`src/hw/fpAddPkg.sv`:
```
// Floating-point adder package with the binary32 word view and format constants
`default_nettype none

package fpAddPkg;

    // Field widths of the binary32 format
    localparam int expWidth  = 8;
    localparam int fracWidth = 23;
    localparam int wordWidth = 1 + expWidth + fracWidth;

    // Hidden bit, fraction, then guard, round and sticky
    localparam int extMantWidth = fracWidth + 4;

    // Special exponents
    localparam int expZero = 0;
    // All-ones exponent marks infinity on overflow
    localparam int expMax  = 255;

    // One binary32 word, seen as raw bits or as its fields
    typedef union packed
    {
        logic [wordWidth-1:0] bits;
        struct packed
        {
            logic                 sign;
            logic [expWidth-1:0]  exponent;
            logic [fracWidth-1:0] fraction;
        } fields;
    } floatWord;

endpackage

`default_nettype wire

```
`src/hw/fpAlign.sv`:
```
// Operand alignment that orders both operands by magnitude and shifts the smaller one
`default_nettype none

module fpAlign
(
    input  wire fpAddPkg::floatWord                 a,
    input  wire fpAddPkg::floatWord                 b,
    output logic [fpAddPkg::extMantWidth-1:0]       bigMant,
    output logic [fpAddPkg::extMantWidth-1:0]       smallMant,
    output logic [fpAddPkg::expWidth-1:0]           bigExp,
    output logic                                    bigSign,
    output logic                                    effSubtract
);
    import fpAddPkg::*;

    logic                      aZero;
    logic                      bZero;
    logic [fracWidth:0]        mantA;
    logic [fracWidth:0]        mantB;
    logic [wordWidth-2:0]      magA;
    logic [wordWidth-2:0]      magB;
    logic                      aIsBig;
    logic [expWidth-1:0]       smallExp;
    logic [expWidth-1:0]       expDiff;
    logic [extMantWidth-1:0]   smallExt;
    logic [extMantWidth-1:0]   shiftedSmall;
    logic [extMantWidth-1:0]   lostMask;

    // Subnormals count as zero, so the fraction is dropped with them
    assign aZero = a.fields.exponent == expWidth'(expZero);
    assign bZero = b.fields.exponent == expWidth'(expZero);

    assign mantA = aZero ? '0 : {1'b1, a.fields.fraction};
    assign mantB = bZero ? '0 : {1'b1, b.fields.fraction};

    // Exponent and fraction sit next to each other, so raw bits compare as magnitude
    assign magA = aZero ? '0 : a.bits[wordWidth-2:0];
    assign magB = bZero ? '0 : b.bits[wordWidth-2:0];
    assign aIsBig = magA >= magB;

    always_comb
    begin
        if (aIsBig)
        begin
            bigMant  = {mantA, 3'b000};
            bigExp   = a.fields.exponent;
            bigSign  = a.fields.sign;
            smallExt = {mantB, 3'b000};
            smallExp = b.fields.exponent;
        end
        else
        begin
            bigMant  = {mantB, 3'b000};
            bigExp   = b.fields.exponent;
            bigSign  = b.fields.sign;
            smallExt = {mantA, 3'b000};
            smallExp = a.fields.exponent;
        end
    end

    assign expDiff = bigExp - smallExp;

    // Right shift with everything below the round bit collapsed into sticky
    always_comb
    begin
        lostMask     = ~({extMantWidth{1'b1}} << expDiff);
        shiftedSmall = smallExt >> expDiff;
        if (expDiff >= expWidth'(extMantWidth))
        begin
            smallMant = {{(extMantWidth-1){1'b0}}, |smallExt};
        end
        else
        begin
            smallMant = {shiftedSmall[extMantWidth-1:1],
                         shiftedSmall[0] | (|(smallExt & lostMask))};
        end
    end

    assign effSubtract = a.fields.sign ^ b.fields.sign;

endmodule

`default_nettype wire

```
`src/hw/fpMantissaAlu.sv`:
```
// Mantissa adder/subtractor working on the aligned extended mantissas
`default_nettype none

module fpMantissaAlu
(
    input  wire logic [fpAddPkg::extMantWidth-1:0]  bigMant,
    input  wire logic [fpAddPkg::extMantWidth-1:0]  smallMant,
    input  wire logic                               bigSign,
    input  wire logic                               effSubtract,
    output logic [fpAddPkg::extMantWidth-1:0]       sumMant,
    output logic                                    carryOut,
    output logic                                    sumSign
);
    import fpAddPkg::*;

    // One extra bit holds the carry of an addition
    logic [extMantWidth:0] fullSum;
    logic                  exactZero;

    // Larger minus smaller, so a subtraction never goes negative
    always_comb
    begin
        if (effSubtract)
        begin
            fullSum = {1'b0, bigMant} - {1'b0, smallMant};
        end
        else
        begin
            fullSum = {1'b0, bigMant} + {1'b0, smallMant};
        end
    end

    assign sumMant   = fullSum[extMantWidth-1:0];
    assign carryOut  = ~effSubtract & fullSum[extMantWidth];
    assign exactZero = sumMant == '0;

    // x - x gives +0 in round to nearest
    // -0 + -0 keeps the negative sign since that is not a subtraction
    always_comb
    begin
        if (effSubtract && exactZero)
        begin
            sumSign = 1'b0;
        end
        else
        begin
            sumSign = bigSign;
        end
    end

endmodule

`default_nettype wire

```
`src/hw/fpNormalize.sv`:
```
// Result normalization with leading-zero shift, round to nearest even and range limits
`default_nettype none

module fpNormalize
(
    input  wire logic [fpAddPkg::extMantWidth-1:0]  sumMant,
    input  wire logic                               carryOut,
    input  wire logic                               sumSign,
    input  wire logic [fpAddPkg::expWidth-1:0]      bigExp,
    output logic                                    normSign,
    output logic [fpAddPkg::expWidth-1:0]           normExp,
    output logic [fpAddPkg::fracWidth-1:0]          normFrac
);
    import fpAddPkg::*;

    localparam int countWidth = $clog2(extMantWidth + 1);

    logic [countWidth-1:0]      leadZeros;
    logic [extMantWidth-1:0]    shiftedMant;
    logic signed [expWidth+1:0] expWork;
    logic signed [expWidth+1:0] expRounded;
    logic                       lsbBit;
    logic                       guardBit;
    logic                       roundBit;
    logic                       stickyBit;
    logic                       roundUp;
    logic [fracWidth+1:0]       roundedMant;

    // Scans upward so the last hit is the highest set bit
    function automatic logic [countWidth-1:0] countLeadingZeros(
        input logic [extMantWidth-1:0] value
    );
        logic [countWidth-1:0] count;
        count = countWidth'(extMantWidth);
        for (int i = 0; i < extMantWidth; i++)
        begin
            if (value[i])
            begin
                count = countWidth'(extMantWidth - 1 - i);
            end
        end
        return count;
    endfunction

    assign leadZeros = countLeadingZeros(sumMant);

    // Bring the hidden bit back to the top of the extended mantissa
    always_comb
    begin
        if (carryOut)
        begin
            // Bit dropped on the right shift joins sticky
            shiftedMant = {1'b1, sumMant[extMantWidth-1:2], sumMant[1] | sumMant[0]};
            expWork     = $signed({2'b00, bigExp}) + (expWidth + 2)'(1);
        end
        else
        begin
            shiftedMant = sumMant << leadZeros;
            expWork     = $signed({2'b00, bigExp})
                        - $signed({{(expWidth + 2 - countWidth){1'b0}}, leadZeros});
        end
    end

    assign lsbBit    = shiftedMant[3];
    assign guardBit  = shiftedMant[2];
    assign roundBit  = shiftedMant[1];
    assign stickyBit = shiftedMant[0];

    // Round half to even
    assign roundUp     = guardBit & (roundBit | stickyBit | lsbBit);
    assign roundedMant = {1'b0, shiftedMant[extMantWidth-1:3]}
                       + {{(fracWidth + 1){1'b0}}, roundUp};

    // All-ones fraction rounding up wraps to 1.0 of the next binade
    assign expRounded = roundedMant[fracWidth+1] ? expWork + (expWidth + 2)'(1) : expWork;

    always_comb
    begin
        normSign = sumSign;
        if (!carryOut && sumMant == '0)
        begin
            normExp  = '0;
            normFrac = '0;
        end
        else if (expWork < (expWidth + 2)'(1))
        begin
            // Underflow flushes to signed zero
            normExp  = '0;
            normFrac = '0;
        end
        else if (expRounded >= (expWidth + 2)'(expMax))
        begin
            // Overflow gives signed infinity
            normExp  = expWidth'(expMax);
            normFrac = '0;
        end
        else
        begin
            normExp  = expRounded[expWidth-1:0];
            normFrac = roundedMant[fracWidth-1:0];
        end
    end

endmodule

`default_nettype wire

```
`src/hw/fpAdder.sv`:
```
// Binary32 adder/subtractor top level with a four-phase req/ack controller
`default_nettype none

module fpAdder
(
    input  wire logic               clk,
    input  wire logic               reset,
    input  wire logic               req,
    input  wire fpAddPkg::floatWord opA,
    input  wire fpAddPkg::floatWord opB,
    input  wire logic               subtract,
    output logic                    ack,
    output fpAddPkg::floatWord      result
);
    import fpAddPkg::*;

    localparam logic [1:0] stateIdle    = 2'd0;
    localparam logic [1:0] stateCompute = 2'd1;
    localparam logic [1:0] stateDone    = 2'd2;

    logic [1:0]              state;
    floatWord                opBEff;
    floatWord                opAReg;
    floatWord                opBReg;
    floatWord                resultNext;
    logic [extMantWidth-1:0] bigMant;
    logic [extMantWidth-1:0] smallMant;
    logic [expWidth-1:0]     bigExp;
    logic                    bigSign;
    logic                    effSubtract;
    logic [extMantWidth-1:0] sumMant;
    logic                    carryOut;
    logic                    sumSign;
    logic                    normSign;
    logic [expWidth-1:0]     normExp;
    logic [fracWidth-1:0]    normFrac;

    // Subtraction is addition with B's sign flipped
    assign opBEff.bits = opB.bits ^ {subtract, {(wordWidth - 1){1'b0}}};

    always_ff @(posedge clk)
    begin
        if (reset)
        begin
            state <= stateIdle;
            ack   <= 1'b0;
        end
        else
        begin
            case (state)
                stateIdle:
                begin
                    if (req)
                    begin
                        state <= stateCompute;
                    end
                end
                stateCompute:
                begin
                    state <= stateDone;
                end
                stateDone:
                begin
                    // Hold ack until the requester lets go of req
                    if (!req)
                    begin
                        ack   <= 1'b0;
                        state <= stateIdle;
                    end
                    else
                    begin
                        ack <= 1'b1;
                    end
                end
                default:
                begin
                    state <= stateIdle;
                    ack   <= 1'b0;
                end
            endcase
        end
    end

    always_ff @(posedge clk)
    begin
        if (state == stateIdle && req)
        begin
            opAReg <= opA;
            opBReg <= opBEff;
        end
        if (state == stateCompute)
        begin
            result <= resultNext;
        end
    end

    fpAlign fpAlign_inst
    (
        .a           (opAReg),
        .b           (opBReg),
        .bigMant     (bigMant),
        .smallMant   (smallMant),
        .bigExp      (bigExp),
        .bigSign     (bigSign),
        .effSubtract (effSubtract)
    );

    fpMantissaAlu fpMantissaAlu_inst
    (
        .bigMant     (bigMant),
        .smallMant   (smallMant),
        .bigSign     (bigSign),
        .effSubtract (effSubtract),
        .sumMant     (sumMant),
        .carryOut    (carryOut),
        .sumSign     (sumSign)
    );

    fpNormalize fpNormalize_inst
    (
        .sumMant  (sumMant),
        .carryOut (carryOut),
        .sumSign  (sumSign),
        .bigExp   (bigExp),
        .normSign (normSign),
        .normExp  (normExp),
        .normFrac (normFrac)
    );

    assign resultNext.bits = {normSign, normExp, normFrac};

    // ack only answers a request held from capture through the compute cycle
    ackNeedsReq: assert property (@(posedge clk) disable iff (reset)
        $rose(ack) |-> $past(req) && $past(req, 2) && $past(req, 3))
        else $error("ack rose without req held since capture");

    // Requester reads result any time ack is up
    resultHeld: assert property (@(posedge clk) disable iff (reset)
        ack |-> $stable(result))
        else $error("result changed while ack was high");

endmodule

`default_nettype wire

```
`config.mk`:
```
export PLATFORM = sky130hd
export DESIGN_NAME = fpAdder
export DESIGN_NICKNAME = d
export VERILOG_FILES = /design/src/hw/fpAddPkg.sv /design/src/hw/fpAlign.sv /design/src/hw/fpMantissaAlu.sv /design/src/hw/fpNormalize.sv /design/src/hw/fpAdder.sv
export SDC_FILE = /design/constraint.sdc
export NUM_CORES = 1
export LEC_CHECK = 0
export ABC_AREA = 1
export BUFFER_PORTS_ARGS = -buffer_cell sky130_fd_sc_hd__buf_2
export CAP_MARGIN = 20
export CORE_ASPECT_RATIO = 1.1
export CORE_UTILIZATION = 45
export DETAILED_ROUTE_END_ITERATION = 8
export PLACE_DENSITY = 0.7
export SYNTH_ARGS = -nofsm -noshare
export SYNTH_HDL_FRONTEND = slang
export SYNTH_SLANG_ARGS = --single-unit
export TNS_END_PERCENT = 100
```
`constraint.sdc`:
```
create_clock -name clk -period 19.59 [get_ports clk]
set_input_delay 2.9385 -clock clk [delete_from_list [all_inputs] [get_ports clk]]
set_output_delay 2.9385 -clock clk [all_outputs]
set_load 0.05 [all_outputs]
```
---- Word level (Yosys, flattened, before mapping) ----
Index checks and enable logic that the tools add are counted.
operators by class
  add/sub/neg operators ................... 7
  order comparisons ....................... 4
  eq/ne operators ......................... 4
  shift-type cells ........................ 3
  muxes and demuxes ....................... 47
  bitwise operators ....................... 11
  reduce and logical (&&, ||, !) cells .... 14
operators by type and width
  cell                                                                count
  2-to-1 mux 27 bit                                                   4
  2-to-1 mux 5 bit                                                    16
  2-to-1 mux 31 bit                                                   2
  OR reduction 27 bit                                                 2
  2-to-1 mux 24 bit                                                   2
  2-to-1 mux 4 bit                                                    8
  XOR 32 bit                                                          1
  greater-or-equal comparator 31 bit                                  1
  adder 27 x 27 -> 28 bit                                             1
  2-to-1 mux 28 bit                                                   1
  subtractor 27 x 27 -> 28 bit                                        1
  AND 27 bit                                                          1
  zero test 27 bit                                                    1
  inverter 27 bit                                                     1
  left shift 27 x 5 -> 27 bit                                         1
  left shift 27 x 8 -> 27 bit, first input constant                   1
  right shift 27 x 8 -> 27 bit                                        1
  adder 24 x 1 -> 25 bit                                              1
  2-to-1 mux 8 bit                                                    3
  2-to-1 mux 10 bit                                                   2
  zero test 8 bit                                                     2
  adder 10 x 2 -> 10 bit, second input constant                       1
  greater-or-equal comparator 10 x 9 -> 1 bit, second input constant  1
  less-than comparator 10 x 2 -> 1 bit, second input constant         1
  other kinds (21)                                                    34
word-level totals
  bits in registers ....................... 99
  input port bits ......................... 68
  output and inout port bits .............. 33
  logic and storage cells ................. 97

---- Depth between registers and ports, before layout ----
  depth after elaboration ................. 49
  gate-level depth with buffers ........... 97
  depth with buffers taken out ............ 94

---- Cells and area by module ----
A second synthesis with hierarchy kept.
unflattened totals
  cells, all modules ...................... 2276
  area total of the unflattened synthesis .. 13804.5 µm²
by module, submodules not included
  module         times used  cells each  area each (µm²)  sequential area each (µm²)
  fpAlign        1           897         4232.8           0.0
  fpNormalize    1           736         3798.6           0.0
  fpAdder        1           112         3019.1           2942.8
  fpMantissaAlu  1           531         2753.9           0.0

---- Worst setup path after synthesis ----
OpenSTA, ideal clock, no wires.
  path type ............................... register -> register
  start point ............................. register opAReg[29] (netlist bit)
  end point ............................... register result[19] (netlist bit) (data pin)
  library setup time ...................... 0.260 ns
  arrival ................................. 10.099 ns
  required time ........................... 19.330 ns
  setup slack ............................. 9.231 ns
  stages on the path, launching flop included .. 84
  buffers on the path ..................... 3
  period minus slack after synthesis ...... 10.359 ns
  cell sequence ........................... edfxtp_1 inv_1 nand4_1 nor2_1 clkinv_1 nand2_1 inv_1 ha_1 nand2_1 nor2_1 nand2_1 nor2_1 nor2_1 nand2_1 nand2_2 nand2_4 nand2_1 nand2_1 [48 not listed] nand2_1 nand2_1 o21ai_0 xor2_1 inv_1 nor4_1 xor2_1 nand4_1 nand2_1 inv_1 nand2_1 nor2_2 nand2_2 nand2_4 nand2_4 nand2_4 buf_12 nor2_4
on the way
  longest elaborated chain between the ends .. 49
  elaborated cells on any way between the ends .. 67
  those cells by class .................... add/sub (7); order compare (4); shift (3); mux (38); bitwise (8); reduce/logical (7)
RTL lines
  what                                         line               source
  start, declared                              fpAdder.sv:23      floatWord opAReg;
  start signal, assigned                       fpAdder.sv:88      opAReg <= opA;
  zero test 8 bit                              fpAlign.sv:30      assign aZero = a.fields.exponent == expWidth'(expZero);
  2-to-1 mux 31 bit                            fpAlign.sv:37      assign magA = aZero ? '0 : a.bits[wordWidth-2:0];
  greater-or-equal comparator 31 bit           fpAlign.sv:39      assign aIsBig = magA >= magB;
  2-to-1 mux 8 bit                             fpAlign.sv:43      if (aIsBig)
  subtractor 8 bit                             fpAlign.sv:61      assign expDiff = bigExp - smallExp;
  left shift 27 x 8 -> 27 bit                  fpAlign.sv:66      lostMask = ~({extMantWidth{1'b1}} << expDiff);
  inverter 27 bit                              fpAlign.sv:66
  AND 27 bit                                   fpAlign.sv:75      shiftedSmall[0] | (|(smallExt & lostMask))};
  [32 not listed]                              n/a
  left shift 27 x 5 -> 27 bit                  fpNormalize.sv:58  shiftedMant = sumMant << leadZeros;
  2-to-1 mux 27 bit                            fpNormalize.sv:50  if (carryOut)
  OR 1 bit (2 in a row)                        fpNormalize.sv:70  assign roundUp = guardBit & (roundBit | stickyBit | lsbBit);
  AND 1 bit                                    fpNormalize.sv:70
  adder 24 x 1 -> 25 bit                       fpNormalize.sv:72  + {{(fracWidth + 1){1'b0}}, roundUp};
  2-to-1 mux 10 bit                            fpNormalize.sv:75  assign expRounded = roundedMant[fracWidth+1] ? expWork + (expWidth + 2)'(1) : expWork;
  greater-or-equal comparator 10 x 9 -> 1 bit  fpNormalize.sv:91  else if (expRounded >= (expWidth + 2)'(expMax))
  OR reduction 3 bit (no line)                 n/a
  end signal, assigned                         fpAdder.sv:93      result <= resultNext;
  end, declared                                fpAdder.sv:13      output fpAddPkg::floatWord result
Parallel ways exist; a longest one is shown, timed or not.
A chain may end at the register's enable or synchronous reset.

---- Final worst setup path ----
  start point ............................. register opAReg[29] (netlist bit)
  end point ............................... register result[2] (netlist bit) (data pin)
The elaborated chain is that of the path after synthesis.

==> metrics.cfg <==
[cts]
ctsRootBufferMaster=clkbuf_16
cts_tree=done
clkTransAtPathRegs_ns=0.08
clock_latency_ns=0.37
cts_hold_buf=0
clkSinkCount=99
numCtsBuffers=9
cts_setup_buffers=0
cts_buffer_depth=2
ctsResizeCount=0
htree_levels=3

[final_layout]
num-fill-cells=3071
antenna_cells=0
drive_gt1_share_pct=14.1
area_growth_pct=6.02
nNetsFinal=2281

[sta]
fin_tns_setup_ns=0
maxSlewViolCount=0
setup_viol=0
finalCritPeriodShare_pct=72.6
worst_pin_slew_ns=0.966
final_hold_viol_count=0
fmax_mhz=70.3
fin_worst_skew_ns=0.0124
holdWs_ns=0.459
rsz0062_at_grt=false
min_period_ns=14.21
relSlewSlack_pct=34.9

[worst_setup_path]
cpPeakStageDelay_ns=0.64
cp.arrival_ns=14.32
path_max_fanout=85
slowest_stage=nand2_4
crit_top_cell=nand2_1
rr_endpoint=result[2]
endpoint_kind=flop
path_class=reg -> reg
r2r_slack_ns=5.38
crit_required_ns=19.69
timing.rr.start=opAReg[29]
r2r_cells=85
crit_path_start_kind=flop

[global_route]
grt_pass1_vias=12600
grt_max_degree=86
grt_pass1_wl_um=65700
antenna_found_initial=0
globalRoute.totalOverflow=0
grt_usage_pct=27.5

[synthesis]
syn_inst=2100
synth_warnings=0
synth_cell_types=70
async_flop_share_pct=0
syn_avg_cell_area_um2=6.42
synth_edf_count=96
synth_flop_cell=edfxtp_1
syn-cell-area_um2=13500
ys_ff_latch=99
synth_nets=2238
synth-seq-area-share_pct=21.8

[floorplan]
initial_utilization_pct=45.7
die_height_um=183
core-area_um2=29500
chipWidth_um=167
num_io_pins=101
fp.dieArea_um2=30600
num_rows=66

[route]
wl_per_cell_um=17.0
detail_route.iter0.violations=1165
drtPass1Iterations=6
drc_errors=0
dr_total_vias=13900
drt_wl_total_um=42800
via_per_inst=5.53
ant_nets=0

[placement]
gp_congestion=1.01
hpwl_um=34800
port_buffers=100

[hold_path]
whs_endpoint=ack
hp-start=ack
hold_class=reg -> reg
hold-path-cell-count=2

[run]
drv_cap=0

[run_status]
run_status=finished, final reports clean

cell usage in the layout, fill, tap and decap left out, drive strengths merged, types with 5 or more instances in the layout:
| cell | count |
|---|---|
| nand2 | 650 |
| nand3 | 305 |
| inv | 281 |
| nor2 | 207 |
| buf | 113 |
| o21ai | 97 |
| edfxtp | 96 |
| a21oi | 72 |
| ha | 69 |
| xor2 | 51 |
| nand4 | 41 |
| xnor2 | 26 |
| nor3 | 24 |
| o22ai | 13 |
| clkinv | 10 |
| nor4 | 9 |
| clkbuf | 9 |
| o211ai | 9 |
| or2 | 9 |
| a31oi | 8 |
| nand3b | 6 |
| a21o | 5 |
| o21a | 5 |
| a211oi | 5 |
worst max path at each step:
stage	from	end	slack, ns	cells after the start
6_report	opAReg[29]	result[2]	5.38	85
5_1_grt	opAReg[29]	result[2]	4.08	85
4_1_cts	opAReg[29]	result[2]	5.49	81
3_5_place_dp	opAReg[24]	result[2]	5.56	85
3_3_place_gp	opAReg[29]	result[0]	5.69	85
2_1_floorplan	opAReg[29]	result[19]	9.23	83
cell type report:
cell class	instances	area [um^2]	area share [%]
Clock buffer	9	225	1.58
Clock inverter	6	42.5	0.298
Inverter	286	1070	7.52
Multi-Input combinational cell	1634	8930	62.5
Sequential cell	99	2940	20.6
Tap cell	374	468	3.28
Timing Repair Buffer	113	598	4.19
synthesized netlist by cell type, drive strengths merged (2+ instances only):
cell type | number | area, um^2
buf | 50 | 403
a21oi | 72 | 409
ha | 69 | 863
o21bai | 2 | 15.0
edfxtp | 96 | 2880
nand3 | 305 | 1590
a22oi | 3 | 22.5
nor4 | 9 | 56.3
o2111ai | 3 | 26.3
dfxtp | 3 | 60.1
o211ai | 9 | 77.6
nand2 | 650 | 2690
nand4 | 41 | 269
o21ai | 97 | 516
nand3b | 6 | 45.0
mux2i | 2 | 20.0
a211oi | 5 | 37.5
o221ai | 2 | 17.5
or2 | 9 | 56.3
xor2 | 51 | 503
nor2 | 207 | 1010
nor3 | 24 | 125
a21o | 5 | 37.5
clkinv | 6 | 23.8
xnor2 | 26 | 254
clkbuf | 31 | 128
inv | 280 | 1050
o22ai | 13 | 81.3
o21a | 5 | 37.5
a31oi | 8 | 50.1
critical path: cells and delay by family, from the launching register on:
| family | cells | cell delay, ns |
|---|---|---|
| AO/OA/AOI/OAI | 5 | 0.82 |
| XOR/XNOR | 4 | 0.79 |
| adder cells (fa/ha/maj) | 5 | 1.56 |
| buffers and inverters | 15 | 2.72 |
| flip-flops | 1 | 0.43 |
| AND/OR/NAND/NOR | 56 | 7.56 |
metal layers:
layer / routed length [um] / GRT usage [%] / vias up
li1: - / - / 6958
met1: 16400 / 30.7 / 6306
met2: 21600 / 50.7 / 554
met3: 2300 / 2.67 / 123
met4: 2520 / 16.8 / 0
met5: 0 / 0 / -
sequential cells by signal (all words and copies together), names as in the netlist:
name and flops:
opBReg 32, result 32, opAReg 32, state 2, ack 1
per-stage QoR:
stage | instance area (um^2) | setup WS, ns | utilization, % | cells
after floorplan | 13500 | 9.23 | - | 2100
after global placement | 14000 | 5.69 | 47.5 | 2506
after detailed placement | 14000 | 5.56 | 47.5 | 2506
after CTS | 14300 | 5.49 | 48.5 | 2521
after global routing | 14300 | 4.08 | 48.5 | 2521
final | 14300 | 5.38 | 48.5 | 2521
logic make-up (layout without fill, tap and decap cells):
kind of cell	count (synthesis)	count (layout)	synth area share, %
muxes	3	3	0.232
DFF	99	99	21.8
adders and majority gates	70	70	6.56
xor gates and xnor gates	77	77	5.62
buffers and inverters	367	414	11.9
and+or+nand+nor	1252	1252	43.4
AOI/OAI and AO/OA	232	232	10.4
Power is left out: the tool's default activity adds up to more than one toggle a clock period on the data nets, which glitch-free logic cannot reach.
